**config.mk**
```make
export PLATFORM = sky130hd
export DESIGN_NAME = eccEncodeTop
export DESIGN_NICKNAME = d
export VERILOG_FILES = /design/src/encPackage.sv /design/src/eccEncodeTop.sv /design/src/encWidthConverter.sv /design/src/parityMerger.sv /design/src/crcParityEncoder.sv /design/src/chunkSequencer.sv
export SDC_FILE = /design/constraint.sdc
export NUM_CORES = 1
export LEC_CHECK = 0
export ABC_AREA = 1
export BUFFER_PORTS_ARGS = -buffer_cell sky130_fd_sc_hd__buf_2
export CORE_MARGIN = 2
export CORE_UTILIZATION = 62
export DETAILED_ROUTE_END_ITERATION = 8
export GPL_TIMING_DRIVEN = 0
export PLACE_DENSITY = 0.87
export SYNTH_ARGS = -nofsm -noshare
export SYNTH_HDL_FRONTEND = slang
export SYNTH_SLANG_ARGS = --single-unit
```
**constraint.sdc**
```tcl
create_clock -name iClock -period 5.4 [get_ports iClock]
set_input_delay 0.81 -clock iClock [delete_from_list [all_inputs] [get_ports iClock]]
set_output_delay 0.81 -clock iClock [all_outputs]
set_load 0.02 [all_outputs]
```
**src/encPackage.sv**
```systemverilog
package encPackage;

    // A stream word carries either host data or the parity of a chunk.
    typedef logic [15:0] halfWord_t;

    // One beat on the channel bus holds two stream words.
    typedef logic [31:0] beat_t;

    // Word index inside a chunk.
    typedef logic [2:0] chunkCount_t;

    typedef logic [15:0] crc_t;

    // Number of host data words that make up one chunk.
    localparam int ChunkDataWords = 7;

    // Index of the word that closes a chunk.
    localparam chunkCount_t LastWordIndex = chunkCount_t'(ChunkDataWords - 1);

    // CRC-16 generator x^16 + x^12 + x^5 + 1, shifted in MSB first.
    localparam crc_t CrcPoly = 16'h1021;

    localparam crc_t CrcInit = 16'hFFFF;

    // A stream word with its framing flags.
    typedef struct packed
    {
        halfWord_t data;
        logic      dataLast;
        logic      parityLast;
    } stream_t;

    // Width converter states, one-hot.
    typedef enum logic [4:0]
    {
        Idle     = 5'b00001,
        Input    = 5'b00010,
        Shift    = 5'b00100,
        InPause  = 5'b01000,
        OutPause = 5'b10000
    } convState_t;

    // The merger either passes host data or inserts the parity word.
    typedef enum logic
    {
        PassData   = 1'b0,
        EmitParity = 1'b1
    } mergeState_t;

endpackage
```
**src/eccEncodeTop.sv**
```systemverilog
`timescale 1ns/1ps

module eccEncodeTop
    import encPackage::*;
(
    input  logic      iClock,
    input  logic      reset,
    input  logic      iSrcValid,
    input  halfWord_t iSrcData,
    output logic      srcReady,
    output logic      oBeatValid,
    output beat_t     oBeat,
    output logic      oDataLast,
    output logic      oParityLast,
    input  logic      iDstReady
);

    logic    seqStrobe;
    stream_t seqWord;
    crc_t    parityWord;
    logic    mergedValid;
    stream_t mergedWord;
    logic    convReady;

    chunkSequencer i_chunkSequencer (
        .iClock    (iClock),
        .reset     (reset),
        .iSrcValid (iSrcValid),
        .iSrcData  (iSrcData),
        .srcReady  (srcReady),
        .seqStrobe (seqStrobe),
        .seqWord   (seqWord)
    );

    crcParityEncoder i_crcParityEncoder (
        .iClock     (iClock),
        .reset      (reset),
        .seqStrobe  (seqStrobe),
        .seqWord    (seqWord),
        .parityWord (parityWord)
    );

    parityMerger i_parityMerger (
        .iClock      (iClock),
        .reset       (reset),
        .iSrcValid   (iSrcValid),
        .seqWord     (seqWord),
        .parityWord  (parityWord),
        .convReady   (convReady),
        .srcReady    (srcReady),
        .mergedValid (mergedValid),
        .mergedWord  (mergedWord)
    );

    encWidthConverter i_encWidthConverter (
        .iClock      (iClock),
        .reset       (reset),
        .mergedValid (mergedValid),
        .mergedWord  (mergedWord),
        .convReady   (convReady),
        .oBeatValid  (oBeatValid),
        .oBeat       (oBeat),
        .oDataLast   (oDataLast),
        .oParityLast (oParityLast),
        .iDstReady   (iDstReady)
    );

endmodule

```
**src/encWidthConverter.sv**
```systemverilog
`timescale 1ns/1ps

module encWidthConverter
    import encPackage::*;
(
    input  logic    iClock,
    input  logic    reset,
    input  logic    mergedValid,
    input  stream_t mergedWord,
    output logic    convReady,
    output logic    oBeatValid,
    output beat_t   oBeat,
    output logic    oDataLast,
    output logic    oParityLast,
    input  logic    iDstReady
);

    convState_t state;
    convState_t nextState;
    stream_t    inputReg;
    stream_t    shiftReg;
    logic       beatValid;

    always_ff @(posedge iClock)
    begin
        if (reset)
        begin
            state <= Idle;
        end
        else
        begin
            state <= nextState;
        end
    end

    // Input holds the first word of a pair, Shift and OutPause present a full beat.
    always_comb
    begin
        nextState = state;
        case (state)
            Idle:
            begin
                nextState = mergedValid ? Input : Idle;
            end
            Input:
            begin
                nextState = mergedValid ? Shift : InPause;
            end
            InPause:
            begin
                nextState = mergedValid ? Shift : InPause;
            end
            Shift, OutPause:
            begin
                if (!iDstReady)
                begin
                    nextState = OutPause;
                end
                else if (mergedValid)
                begin
                    nextState = Input;
                end
                else
                begin
                    nextState = Idle;
                end
            end
            default:
            begin
                nextState = Idle;
            end
        endcase
    end

    // A word is consumed only when it moves into the input register.
    always_ff @(posedge iClock)
    begin
        if (nextState == Input || nextState == Shift)
        begin
            inputReg <= mergedWord;
        end
        if (nextState == Shift)
        begin
            shiftReg <= inputReg;
        end
    end

    always_ff @(posedge iClock)
    begin
        if (reset)
        begin
            beatValid <= 1'b0;
        end
        else
        begin
            beatValid <= (nextState == Shift) || (nextState == OutPause);
        end
    end

    assign convReady   = (nextState != OutPause);
    assign oBeatValid  = beatValid;
    assign oBeat       = {shiftReg.data, inputReg.data};
    assign oDataLast   = beatValid && (shiftReg.dataLast || inputReg.dataLast);
    assign oParityLast = beatValid && (shiftReg.parityLast || inputReg.parityLast);

    // A stalled beat keeps its value and its valid until the channel takes it.
    heldBeatStable: assert property (
        @(posedge iClock) disable iff (reset)
        (oBeatValid && !iDstReady) |=> (oBeatValid && $stable(oBeat))
    );

endmodule

```
**src/parityMerger.sv**
```systemverilog
`timescale 1ns/1ps

module parityMerger
    import encPackage::*;
(
    input  logic    iClock,
    input  logic    reset,
    input  logic    iSrcValid,
    input  stream_t seqWord,
    input  crc_t    parityWord,
    input  logic    convReady,
    output logic    srcReady,
    output logic    mergedValid,
    output stream_t mergedWord
);

    mergeState_t state;
    mergeState_t nextState;

    always_ff @(posedge iClock)
    begin
        if (reset)
        begin
            state <= PassData;
        end
        else
        begin
            state <= nextState;
        end
    end

    always_comb
    begin
        nextState   = state;
        srcReady    = 1'b0;
        mergedValid = 1'b0;
        mergedWord  = seqWord;
        case (state)
            PassData:
            begin
                srcReady    = convReady;
                mergedValid = iSrcValid;
                mergedWord  = seqWord;
                if (iSrcValid && convReady && seqWord.dataLast)
                begin
                    nextState = EmitParity;
                end
            end
            EmitParity:
            begin
                // The host is held off while the parity word goes out.
                mergedValid           = 1'b1;
                mergedWord.data       = parityWord;
                mergedWord.dataLast   = 1'b0;
                mergedWord.parityLast = 1'b1;
                if (convReady)
                begin
                    nextState = PassData;
                end
            end
            default:
            begin
                nextState = PassData;
            end
        endcase
    end

    noHostInParity: assert property (
        @(posedge iClock) disable iff (reset)
        (state == EmitParity) |-> !srcReady
    );

endmodule

```
**src/crcParityEncoder.sv**
```systemverilog
`timescale 1ns/1ps

module crcParityEncoder
    import encPackage::*;
(
    input  logic    iClock,
    input  logic    reset,
    input  logic    seqStrobe,
    input  stream_t seqWord,
    output crc_t    parityWord
);

    crc_t crcReg;
    crc_t crcNext;

    // Sixteen serial LFSR steps, one per data bit, MSB first.
    function automatic crc_t crcUpdate(input crc_t crcIn, input halfWord_t word);
        crc_t crc;
        logic feedback;
        crc = crcIn;
        for (int i = 15; i >= 0; i--)
        begin
            feedback = crc[15] ^ word[i];
            crc = {crc[14:0], 1'b0};
            if (feedback)
            begin
                crc = crc ^ CrcPoly;
            end
        end
        return crc;
    endfunction

    assign crcNext = crcUpdate(crcReg, seqWord.data);

    always_ff @(posedge iClock)
    begin
        if (reset)
        begin
            crcReg <= CrcInit;
        end
        else if (seqStrobe)
        begin
            // The last word closes the chunk, so the next one starts fresh.
            if (seqWord.dataLast)
            begin
                crcReg <= CrcInit;
            end
            else
            begin
                crcReg <= crcNext;
            end
        end
    end

    always_ff @(posedge iClock)
    begin
        if (seqStrobe && seqWord.dataLast)
        begin
            parityWord <= crcNext;
        end
    end

endmodule

```
**src/chunkSequencer.sv**
```systemverilog
`timescale 1ns/1ps

module chunkSequencer
    import encPackage::*;
(
    input  logic      iClock,
    input  logic      reset,
    input  logic      iSrcValid,
    input  halfWord_t iSrcData,
    input  logic      srcReady,
    output logic      seqStrobe,
    output stream_t   seqWord
);

    chunkCount_t wordCount;
    logic        lastWord;

    // A host word is taken whenever both sides agree in the same cycle.
    assign seqStrobe = iSrcValid && srcReady;

    assign lastWord = (wordCount == LastWordIndex);

    always_comb
    begin
        seqWord.data       = iSrcData;
        seqWord.dataLast   = lastWord;
        seqWord.parityLast = 1'b0;
    end

    // Count accepted words and wrap after the last word of the chunk.
    always_ff @(posedge iClock)
    begin
        if (reset)
        begin
            wordCount <= '0;
        end
        else if (seqStrobe)
        begin
            if (lastWord)
            begin
                wordCount <= '0;
            end
            else
            begin
                wordCount <= wordCount + 1'b1;
            end
        end
    end

    // The index stays within the chunk across any run of accepted words.
    countInRange: assert property (
        @(posedge iClock) disable iff (reset)
        wordCount <= LastWordIndex
    );

endmodule

```
=== After elaboration in Yosys (flattened, before gate mapping) ===
Cells that the tools add are included.
Widths: inputs -> output; s select.

* Bitwise gates (word level): 33
* Reductions and logical operators: 12
* Add/sub/neg operators: 1
* Equality and inequality tests: 10
* Multiplexer cells: 28

{| class="wikitable"
|+ Operator list
! operator !! number
|-
| $mux 13 || 16
|-
| $not 3->3 || 16
|-
| $pmux 18 s2 || 1
|-
| $mux 16 || 1
|-
| $xor 1x1->1 || 16
|-
| $pmux 5 s3 || 1
|-
| $eq 5x2->1 const B || 2
|-
| $eq 5x3->1 const B || 2
|-
| $eq 5x5->1 const B || 2
|-
| $logic_and 1x1->1 || 6
|-
| $eq 5x1->1 const B || 1
|-
| $eq 5x4->1 const B || 1
|-
| $mux 5 || 1
|-
| $ne 5x5->1 const B || 1
|-
| $logic_or 1x1->1 || 4
|-
| $mux 4 || 1
|-
| $pmux 1 s2 || 2
|-
| $reduce_or 2->1 || 2
|-
| $add 3x1->3 const B || 1
|-
| $eq 3x3->1 const B || 1
|-
| $mux 1 || 3
|-
| $mux 3 || 1
|-
| $mux 2 || 1
|-
| $not 1->1 || 1
|}

* Flip-flop bits (word level): 78
* Input bits: 20

=== Depth between registers and ports, before layout ===
Gate-level depths: netlist of the first run.

* Depth after elaboration: 33
* Mapped depth: 13
* Mapped depth without buffers: 13

=== Hierarchy ===
A second synthesis of the first run with hierarchy kept.

* Cell total of the unflattened synthesis: 473
* Area total of the unflattened synthesis: 4,086.4 um^2

{| class="wikitable"
|+ By module, submodules not included
! module !! area an instance (um^2) !! cells an instance !! instances
|-
| crcParityEncoder || 1,854.3 || 241 || 1
|-
| encWidthConverter || 1,660.3 || 121 || 1
|-
| chunkSequencer || 304.0 || 48 || 1
|-
| parityMerger || 267.8 || 63 || 1
|}

=== Least setup slack after synthesis of the first run ===
OpenSTA, ideal clock, no wires.

* Path kind: input -> register
* Start point: in iSrcValid
* End point: reg i_encWidthConverter.inputReg[0] (netlist name) (enable)
* Setup time: 0.375 ns
* Cell stages on the path: 4
* Arrival: 2.334 ns
* Buffers on the path: 0
* Path slack: 2.692 ns
* Data required time: 5.025 ns
* Cells stage by stage: nor2_1 nor2_1 inv_1 nand2_1

* Longest elaborated chain between the ends: 6

{| class="wikitable"
|+ Ends and longest elaborated chain
! what !! line !! source
|-
| from (decl) || eccEncodeTop.sv:8 || <nowiki>input logic iSrcValid,</nowiki>
|-
| $pmux 1 s2 (*) || parityMerger.sv:38 || <nowiki>case (state)</nowiki>
|-
| $mux 2 || encWidthConverter.sv:43, encWidthConverter.sv:59 ||
|-
| $mux 5 || encWidthConverter.sv:55 || <nowiki>if (!iDstReady)</nowiki>
|-
| $pmux 5 s3 (*) || encWidthConverter.sv:40 || <nowiki>case (state)</nowiki>
|-
| $eq 5x2->1 or $eq 5x3->1 (tied branches) || encWidthConverter.sv:78 || <nowiki>if (nextState == Input || nextState == Shift)</nowiki>
|-
| $logic_or 1x1->1 (*) || encWidthConverter.sv:78 ||
|-
| to (signal assigned) || encWidthConverter.sv:80 || <nowiki>inputReg <= mergedWord;</nowiki>
|-
| to (decl) || encWidthConverter.sv:20 || <nowiki>stream_t inputReg;</nowiki>
|}

Mark *: on every way between the ends. The rest lies on a longest branch, timed or not.
A chain may end at the register's enable or synchronous reset.

=== Final worst setup path of the first run ===
* Start point: reg i_encWidthConverter.state[2]
* End point: reg i_encWidthConverter.inputReg, in the netlist i_encWidthConverter.oBeat[1] (enable)

* Longest elaborated chain between the ends: 5

{| class="wikitable"
|+ Ends and longest elaborated chain
! what !! line !! source
|-
| from (decl) || encWidthConverter.sv:18 || <nowiki>convState_t state;</nowiki>
|-
| from (signal assigned) || encWidthConverter.sv:28 || <nowiki>state <= Idle;</nowiki>
|-
| from (signal assigned) || encWidthConverter.sv:32 || <nowiki>state <= nextState;</nowiki>
|-
| $eq 5x3->1, or another cell as far along || encWidthConverter.sv:40 ||
|-
| $reduce_or 2->1, on equally long branches || - ||
|-
| $pmux 5 s3 (*) || encWidthConverter.sv:40 ||
|-
| $eq 5x2->1 or $eq 5x3->1 (tied branches) || encWidthConverter.sv:78 ||
|-
| $logic_or 1x1->1 (*) || encWidthConverter.sv:78 ||
|}

Marked as above.

==> results.sh, run 1 <==
export IMPL_path_buf_inv=2
export IMPL_port_buffers=55
export IMPL_core_area_um2=6030
export IMPL_max_stage_delay_ns=0.68
export IMPL_status="finished clean"
export IMPL_synth_cells=424
export IMPL_vdd_drop_max_mv=0.227
export IMPL_drv_cap=0
export IMPL_cts_sinks=78
export IMPL_grt_max_degree=20
export IMPL_first_global_vias=2734
export IMPL_routabilityCongestion=0.937
export IMPL_start_util_pct=65.0
export IMPL_dieArea_um2=6960
export IMPL_endpoint_kind="flop"
export IMPL_drt_initial_drc_count=215
export IMPL_fin_cells=570
export IMPL_syn_cell_area_um2=3910
export IMPL_synth_distinct_cells=29
export IMPL_power_leakage_nw=2.07
export IMPL_synth_seq_cells=78
export IMPL_slowest_stage="nor2_2"
export IMPL_nNetsFinal=510
export IMPL_grt_pass1_wl_um=12900
export IMPL_fin_worst_skew_ns=0.00944
export IMPL_setup_viol=0
export IMPL_die_x_um=83.5
export IMPL_io_pins=56
export IMPL_drt_pre_antenna_iters=7
export IMPL_via_per_inst=5.08
export IMPL_numCtsBuffers=9
export IMPL_fin_total_pwr_mw=2.00
export IMPL_hp_class="flop to flop"
export IMPL_crit_path_start_kind="flop"
export IMPL_wl_um=7830
export IMPL_slew_violations=0
export IMPL_power_density_nw_per_um2=444
export IMPL_min_period_ns=2.64
export IMPL_clk_pin_slew_ns=0.08
export IMPL_cts_root_buf="clkbuf_8"
export IMPL_yosys_warnings=0
export IMPL_h_tree_depth=3
export IMPL_area_growth_pct=15.0
export IMPL_cts_buffer_depth=2
export IMPL_clock_latency_ns=0.36
export IMPL_post_cts_resized=0
export IMPL_cp_cell_sequence="nor2_1 > nand2_1 > nor3_1 > inv_1 > nor2_2 > inv_1 > nand2_1"
export IMPL_syn_area_per_cell_um2=9.23
export IMPL_required_ns=5.39
export IMPL_wl_per_cell_um=13.7
export IMPL_worst_path_max_fanout=19
export IMPL_antenna_found_initial=0
export IMPL_cts_setup_buffers=0
export IMPL_num_vias=2893
export IMPL_setup_tns_ns=0
export IMPL_final_core_utilization_pct=74.7
export IMPL_rsz0062_at_grt="no"
export IMPL_placedCellCount=554
export IMPL_critPathArrivalTime_ns=2.63
export IMPL_holdBufCountCts=0
export IMPL_grt_usage_pct=24.0
export IMPL_gr_total_overflow=0
export IMPL_row_count=28
export IMPL_final_hold_violation_count=0
export IMPL_period_share_pct=48.9
export IMPL_ant_nets=0
export IMPL_fmax_ghz=0.379
export IMPL_synth_net_count=444
export IMPL_path_delay_family="simple AND/OR/NAND/NOR gates"
export IMPL_yosysSeqAreaShare_pct=53.2
export IMPL_drive_above_1_share_pct=29.1
export IMPL_num_antenna_cells=0
export IMPL_drc=0
export IMPL_path_class="flop to flop"
export IMPL_dp_hpwl_um=6050
export IMPL_worstMarginPinSlew_ns=0.881
export IMPL_slew_headroom_pct=41.2
export IMPL_die_y_um=83.5
export IMPL_cts_tree="built"
==> final cells by class <==
cell class | count | area (µm²)
fillers | 415 | 1530
flip-flops and latches | 78 | 2080
repair buffers | 55 | 275
plain buffers | 38 | 272
inverters | 42 | 158
multi-input cells | 266 | 1410
clock inverters | 5 | 83.8
clock buffers | 11 | 131
well taps | 75 | 93.8
==> sequential cells by signal, indices dropped and copies added, names as in the netlist <==
name / flops
i_encWidthConverter.oBeat: 32
i_crcParityEncoder.crcReg: 16
i_crcParityEncoder.parityWord: 16
i_encWidthConverter.state: 5
i_chunkSequencer.wordCount: 3
i_encWidthConverter.inputReg: 2
i_encWidthConverter.shiftReg: 2
i_encWidthConverter.oBeatValid: 1
i_parityMerger.state: 1
==> power breakdown <==
part / switching, mW / total (mW) / internal, mW
registers: 0.0415 / 0.776 / 0.734
clock network: 0.214 / 0.476 / 0.261
logic: 0.466 / 0.746 / 0.280
total: 0.722 / 2.00 / 1.28
==> layer usage <==
metal / wire length, µm / up-vias / track usage [%]
met5: 0 / - / 0
met4: 177 / 0 / 11.0
met3: 588 / 15 / 5.34
met2: 3860 / 104 / 39.2
met1: 3200 / 1323 / 30.6
li1: - / 1451 / -
==> cells in the final DEF, fill, tap and decap left out, drive strengths merged <==
master	netlist	routed
nand3b	4	4
inv	42	42
edfxtp	52	52
bufinv	0	2
o21ai	11	11
clkinvlp	0	2
xnor2	13	13
and3	1	1
nand2	153	153
clkinv	0	1
nand3	22	22
clkbuf	3	14
buf	35	90
dfxtp	26	26
nor3	4	4
or2	2	2
nor2	19	19
and2	8	8
a21oi	12	12
o211ai	1	1
xor2	15	15
o221ai	1	1
==> through the flow <==
step                cell area (µm²)  hold slack, ns  setup WS, ns
floorplan                      3910           0.427          2.69
global placement               4280           0.432          2.20
detailed placement             4280           0.440          2.05
CTS                            4500           0.458          2.31
global route                   4500           0.471          2.48
finish                         4500           0.453          2.76
==> path summary, 6_finish.rpt <==
path,startpoint,endpoint,slack (ns),depth (start not counted)
min,i_encWidthConverter.oBeat[2]$_DFFE_PP_,i_encWidthConverter.oBeat[18]$_DFFE_PP_,0.45,0
max,i_encWidthConverter.state[2]$_SDFF_PP0_,i_encWidthConverter.oBeat[1]$_DFFE_PP_,2.76,7
max reg2reg,i_encWidthConverter.state[2]$_SDFF_PP0_,i_encWidthConverter.oBeat[1]$_DFFE_PP_,2.76,7
min reg2reg,i_encWidthConverter.oBeat[2]$_DFFE_PP_,i_encWidthConverter.oBeat[18]$_DFFE_PP_,0.45,0
==> cells in the mapped netlist <==
cell / number / share of area (%)
nand2_2: 22 / 3.5
a21oi_1: 12 / 1.5
and3_1: 1 / 0.16
nand3_2: 1 / 0.26
o21ai_1: 3 / 0.38
nand3b_1: 3 / 0.58
xor2_1: 14 / 3.1
xnor2_1: 11 / 2.5
clkbuf_1: 3 / 0.29
dfxtp_1: 26 / 13
o21ai_0: 8 / 1.0
nand2_1: 123 / 12
o211ai_1: 1 / 0.19
or2_1: 2 / 0.32
nand3_1: 21 / 2.7
nor2_1: 17 / 1.6
and2_1: 8 / 1.3
inv_1: 40 / 3.8
nor2_2: 2 / 0.32
xor2_2: 1 / 0.42
nand2_4: 8 / 2.3
buf_4: 34 / 6.5
nor3_1: 4 / 0.51
xnor2_2: 2 / 0.83
inv_2: 2 / 0.19
edfxtp_1: 52 / 40
nand3b_2: 1 / 0.29
buf_2: 1 / 0.13
o221ai_1: 1 / 0.22
==> cells by family (layout without fill, tap and decap cells) <==
family	Yosys count	in the layout	share of synthesized area [%]
compound gates	25	25	3.36
xor+xnor	28	28	6.84
flops	78	78	53.2
buf+inv	80	151	11.0
simple gates	213	213	25.6
==> worst reg2reg max path: cells and delay by family, from the launching register on <==
family / cells / cell delay (ns)
buffers and inverters: 2 / 0.30
and+or+nand+nor: 5 / 1.65
DFF: 1 / 0.33
Note: power is estimated with default switching activity, not from simulation.
==> run 2: changes to the inputs <==
--- a/config.mk
+++ b/config.mk
@@ -8,10 +8,10 @@
 export ABC_AREA = 1
 export BUFFER_PORTS_ARGS = -buffer_cell sky130_fd_sc_hd__buf_2
 export CORE_MARGIN = 2
-export CORE_UTILIZATION = 62
+export CORE_UTILIZATION = 52
 export DETAILED_ROUTE_END_ITERATION = 8
 export GPL_TIMING_DRIVEN = 0
-export PLACE_DENSITY = 0.87
+export PLACE_DENSITY = 0.78
 export SYNTH_ARGS = -nofsm -noshare
 export SYNTH_HDL_FRONTEND = slang
 export SYNTH_SLANG_ARGS = --single-unit
==> constraint.sdc (replaced) <==
create_clock -name iClock -period 2.2 [get_ports iClock]
set_input_delay 0.33 -clock iClock [delete_from_list [all_inputs] [get_ports iClock]]
set_output_delay 0.33 -clock iClock [all_outputs]
set_load 0.02 [all_outputs]
==> results.sh, run 2 (synthesized netlist as in run 1, its figures left out) <==
export IMPL_setup_viol=0
export IMPL_cp_cell_sequence="xor2_1 > nand2_1 > nor2_2 > nor2_2 > nand2_4 > inv_2 > nand2_2 > inv_1"
export IMPL_grt_pass1_wl_um=12100
export IMPL_fin_cells=595
export IMPL_gr_total_overflow=0
export IMPL_power_leakage_nw=2.08
export IMPL_drive_above_1_share_pct=29.8
export IMPL_crit_path_start_kind="flop"
export IMPL_row_count=31
export IMPL_clock_latency_ns=0.35
export IMPL_min_from="reset"
export IMPL_grt_usage_pct=18.9
export IMPL_io_pins=56
export IMPL_slew_violations=0
export IMPL_critPathArrivalTime_ns=1.86
export IMPL_largest_reg_flops=32
export IMPL_final_hold_violation_count=0
export IMPL_holdWs_ns=0.223
export IMPL_path_common_cell="nor2_2"
export IMPL_wl_um=7230
export IMPL_cts_buffer_depth=2
export IMPL_drt_pre_antenna_iters=4
export IMPL_path_delay_family="buffers and inverters"
export IMPL_slowest_stage="inv_1"
export IMPL_via_per_inst=4.66
export IMPL_path_class="flop to flop"
export IMPL_fmax_ghz=0.534
export IMPL_holdBufCountCts=0
export IMPL_h_tree_depth=3
export IMPL_wl_per_cell_um=12.1
export IMPL_drc=0
export IMPL_required_ns=2.18
export IMPL_placed_area_um2=4320
export IMPL_placedCellCount=578
export IMPL_min_period_ns=1.87
export IMPL_clk_pin_slew_ns=0.09
export IMPL_nNetsFinal=511
export IMPL_grt_max_degree=20
export IMPL_setup_worst_path_start="i_encWidthConverter.state[2]$_SDFF_PP0_"
export IMPL_die_y_um=90.8
export IMPL_final_common_cell="nand2_1"
export IMPL_fin_total_pwr_mw=4.88
export IMPL_drt_initial_drc_count=86
export IMPL_cts_root_buf="clkbuf_8"
export IMPL_power_density_nw_per_um2=1070
export IMPL_worstMarginPinSlew_ns=0.535
export IMPL_worst_path_max_fanout=16
export IMPL_first_global_vias=2659
export IMPL_cts_tree="built"
export IMPL_num_antenna_cells=0
export IMPL_slew_headroom_pct=64.3
export IMPL_status="finished clean"
export IMPL_vdd_drop_max_mv=0.444
export IMPL_port_buffers=55
export IMPL_final_cell_mix="122 x nand2_1, 56 x buf_2, 52 x edfxtp_1"
export IMPL_cts_sinks=78
export IMPL_post_place_ws_ns=-0.317
export IMPL_dieArea_um2=8240
export IMPL_fin_worst_skew_ns=0.0123
export IMPL_area_growth_pct=16.2
export IMPL_rsz0062_at_grt="no"
export IMPL_endpoint_kind="flop"
export IMPL_crit_reg2reg_launch="i_encWidthConverter.state[2]$_SDFF_PP0_"
export IMPL_start_util_pct=54.0
export IMPL_fin_area_um2=4550
export IMPL_routabilityCongestion=0.852
export IMPL_period_share_pct=85.2
export IMPL_ant_nets=0
export IMPL_num_vias=2772
export IMPL_num_fill_cells=598
export IMPL_hp_class="input port to flop"
export IMPL_core_area_um2=7250
export IMPL_die_x_um=90.8
export IMPL_drv_cap=0
export IMPL_path_buf_inv=2
export IMPL_max_stage_delay_ns=0.41
export IMPL_numCtsBuffers=9
export IMPL_antenna_found_initial=0
export IMPL_dp_hpwl_um=5610
export IMPL_worst_slack_ns=0.326
## run 2: cell count changes in the layout (fill, tap and decap cells not counted), sizes merged
cell and delta:
clkinv +1, clkinvlp -1, clkbuf -2, inv +2, buf +1
## run 2: per-stage QoR
stage | setup TNS [ns] | utilization [%]
after detailed placement | -5.68 | 59.5
after global routing | 0 | 62.7
after floorplan | 0 | -
final | 0 | 62.7
after global placement | -5.09 | 59.5
after CTS | 0 | 62.6
## run 2: area by class of cell
class	instances	area, µm²	share of cell area [%]
sequential	78	2080	45.8
multi-input combinational	266	1410	31.1
timing repair buffer	56	283	6.22
buffer	38	272	5.97
inverter	42	158	3.47
clock buffer	9	124	2.72
tap	99	124	2.72
clock inverter	7	95.1	2.09
## run 2: timing repair
item	4_1_cts	5_1_grt
setup buffers	0	1
setup endpoints to repair	18	18
cloned	0	0
gates resized for setup	2	0
pin swaps	0	1
## run 2: final timing paths
check             depth (start not counted)  slack, ns                                          to
setup / recovery                          8       0.33  i_crcParityEncoder.parityWord[7]$_DFFE_PP_
hold / removal                            2       0.22             i_parityMerger.state$_SDFF_PP0_
setup reg to reg                          8       0.33  i_crcParityEncoder.parityWord[7]$_DFFE_PP_
hold reg to reg                           0       0.45     i_encWidthConverter.oBeat[31]$_DFFE_PP_
## run 2: worst reg2reg max path, cell delays in order, from the launching register on
cell     delay (ns)
dfxtp_1        0.32
xor2_1         0.15
nand2_1        0.12
nor2_2         0.07
nor2_2         0.14
nand2_4        0.08
inv_2          0.13
nand2_2        0.09
inv_1          0.41
## run 2: where the power goes
group          total (mW)  switching, mW  internal, mW
logic                1.81           1.12         0.687
clock network        1.17          0.531         0.643
registers            1.90         0.0940          1.80
## run 2: metal layers
metal	up-vias	track usage [%]	part of all wire, %
met5	-	0	0
met4	0	7.05	1.7
met3	11	4.67	5.4
met2	66	32.5	49
met1	1241	22.8	44
li1	1454	-	-
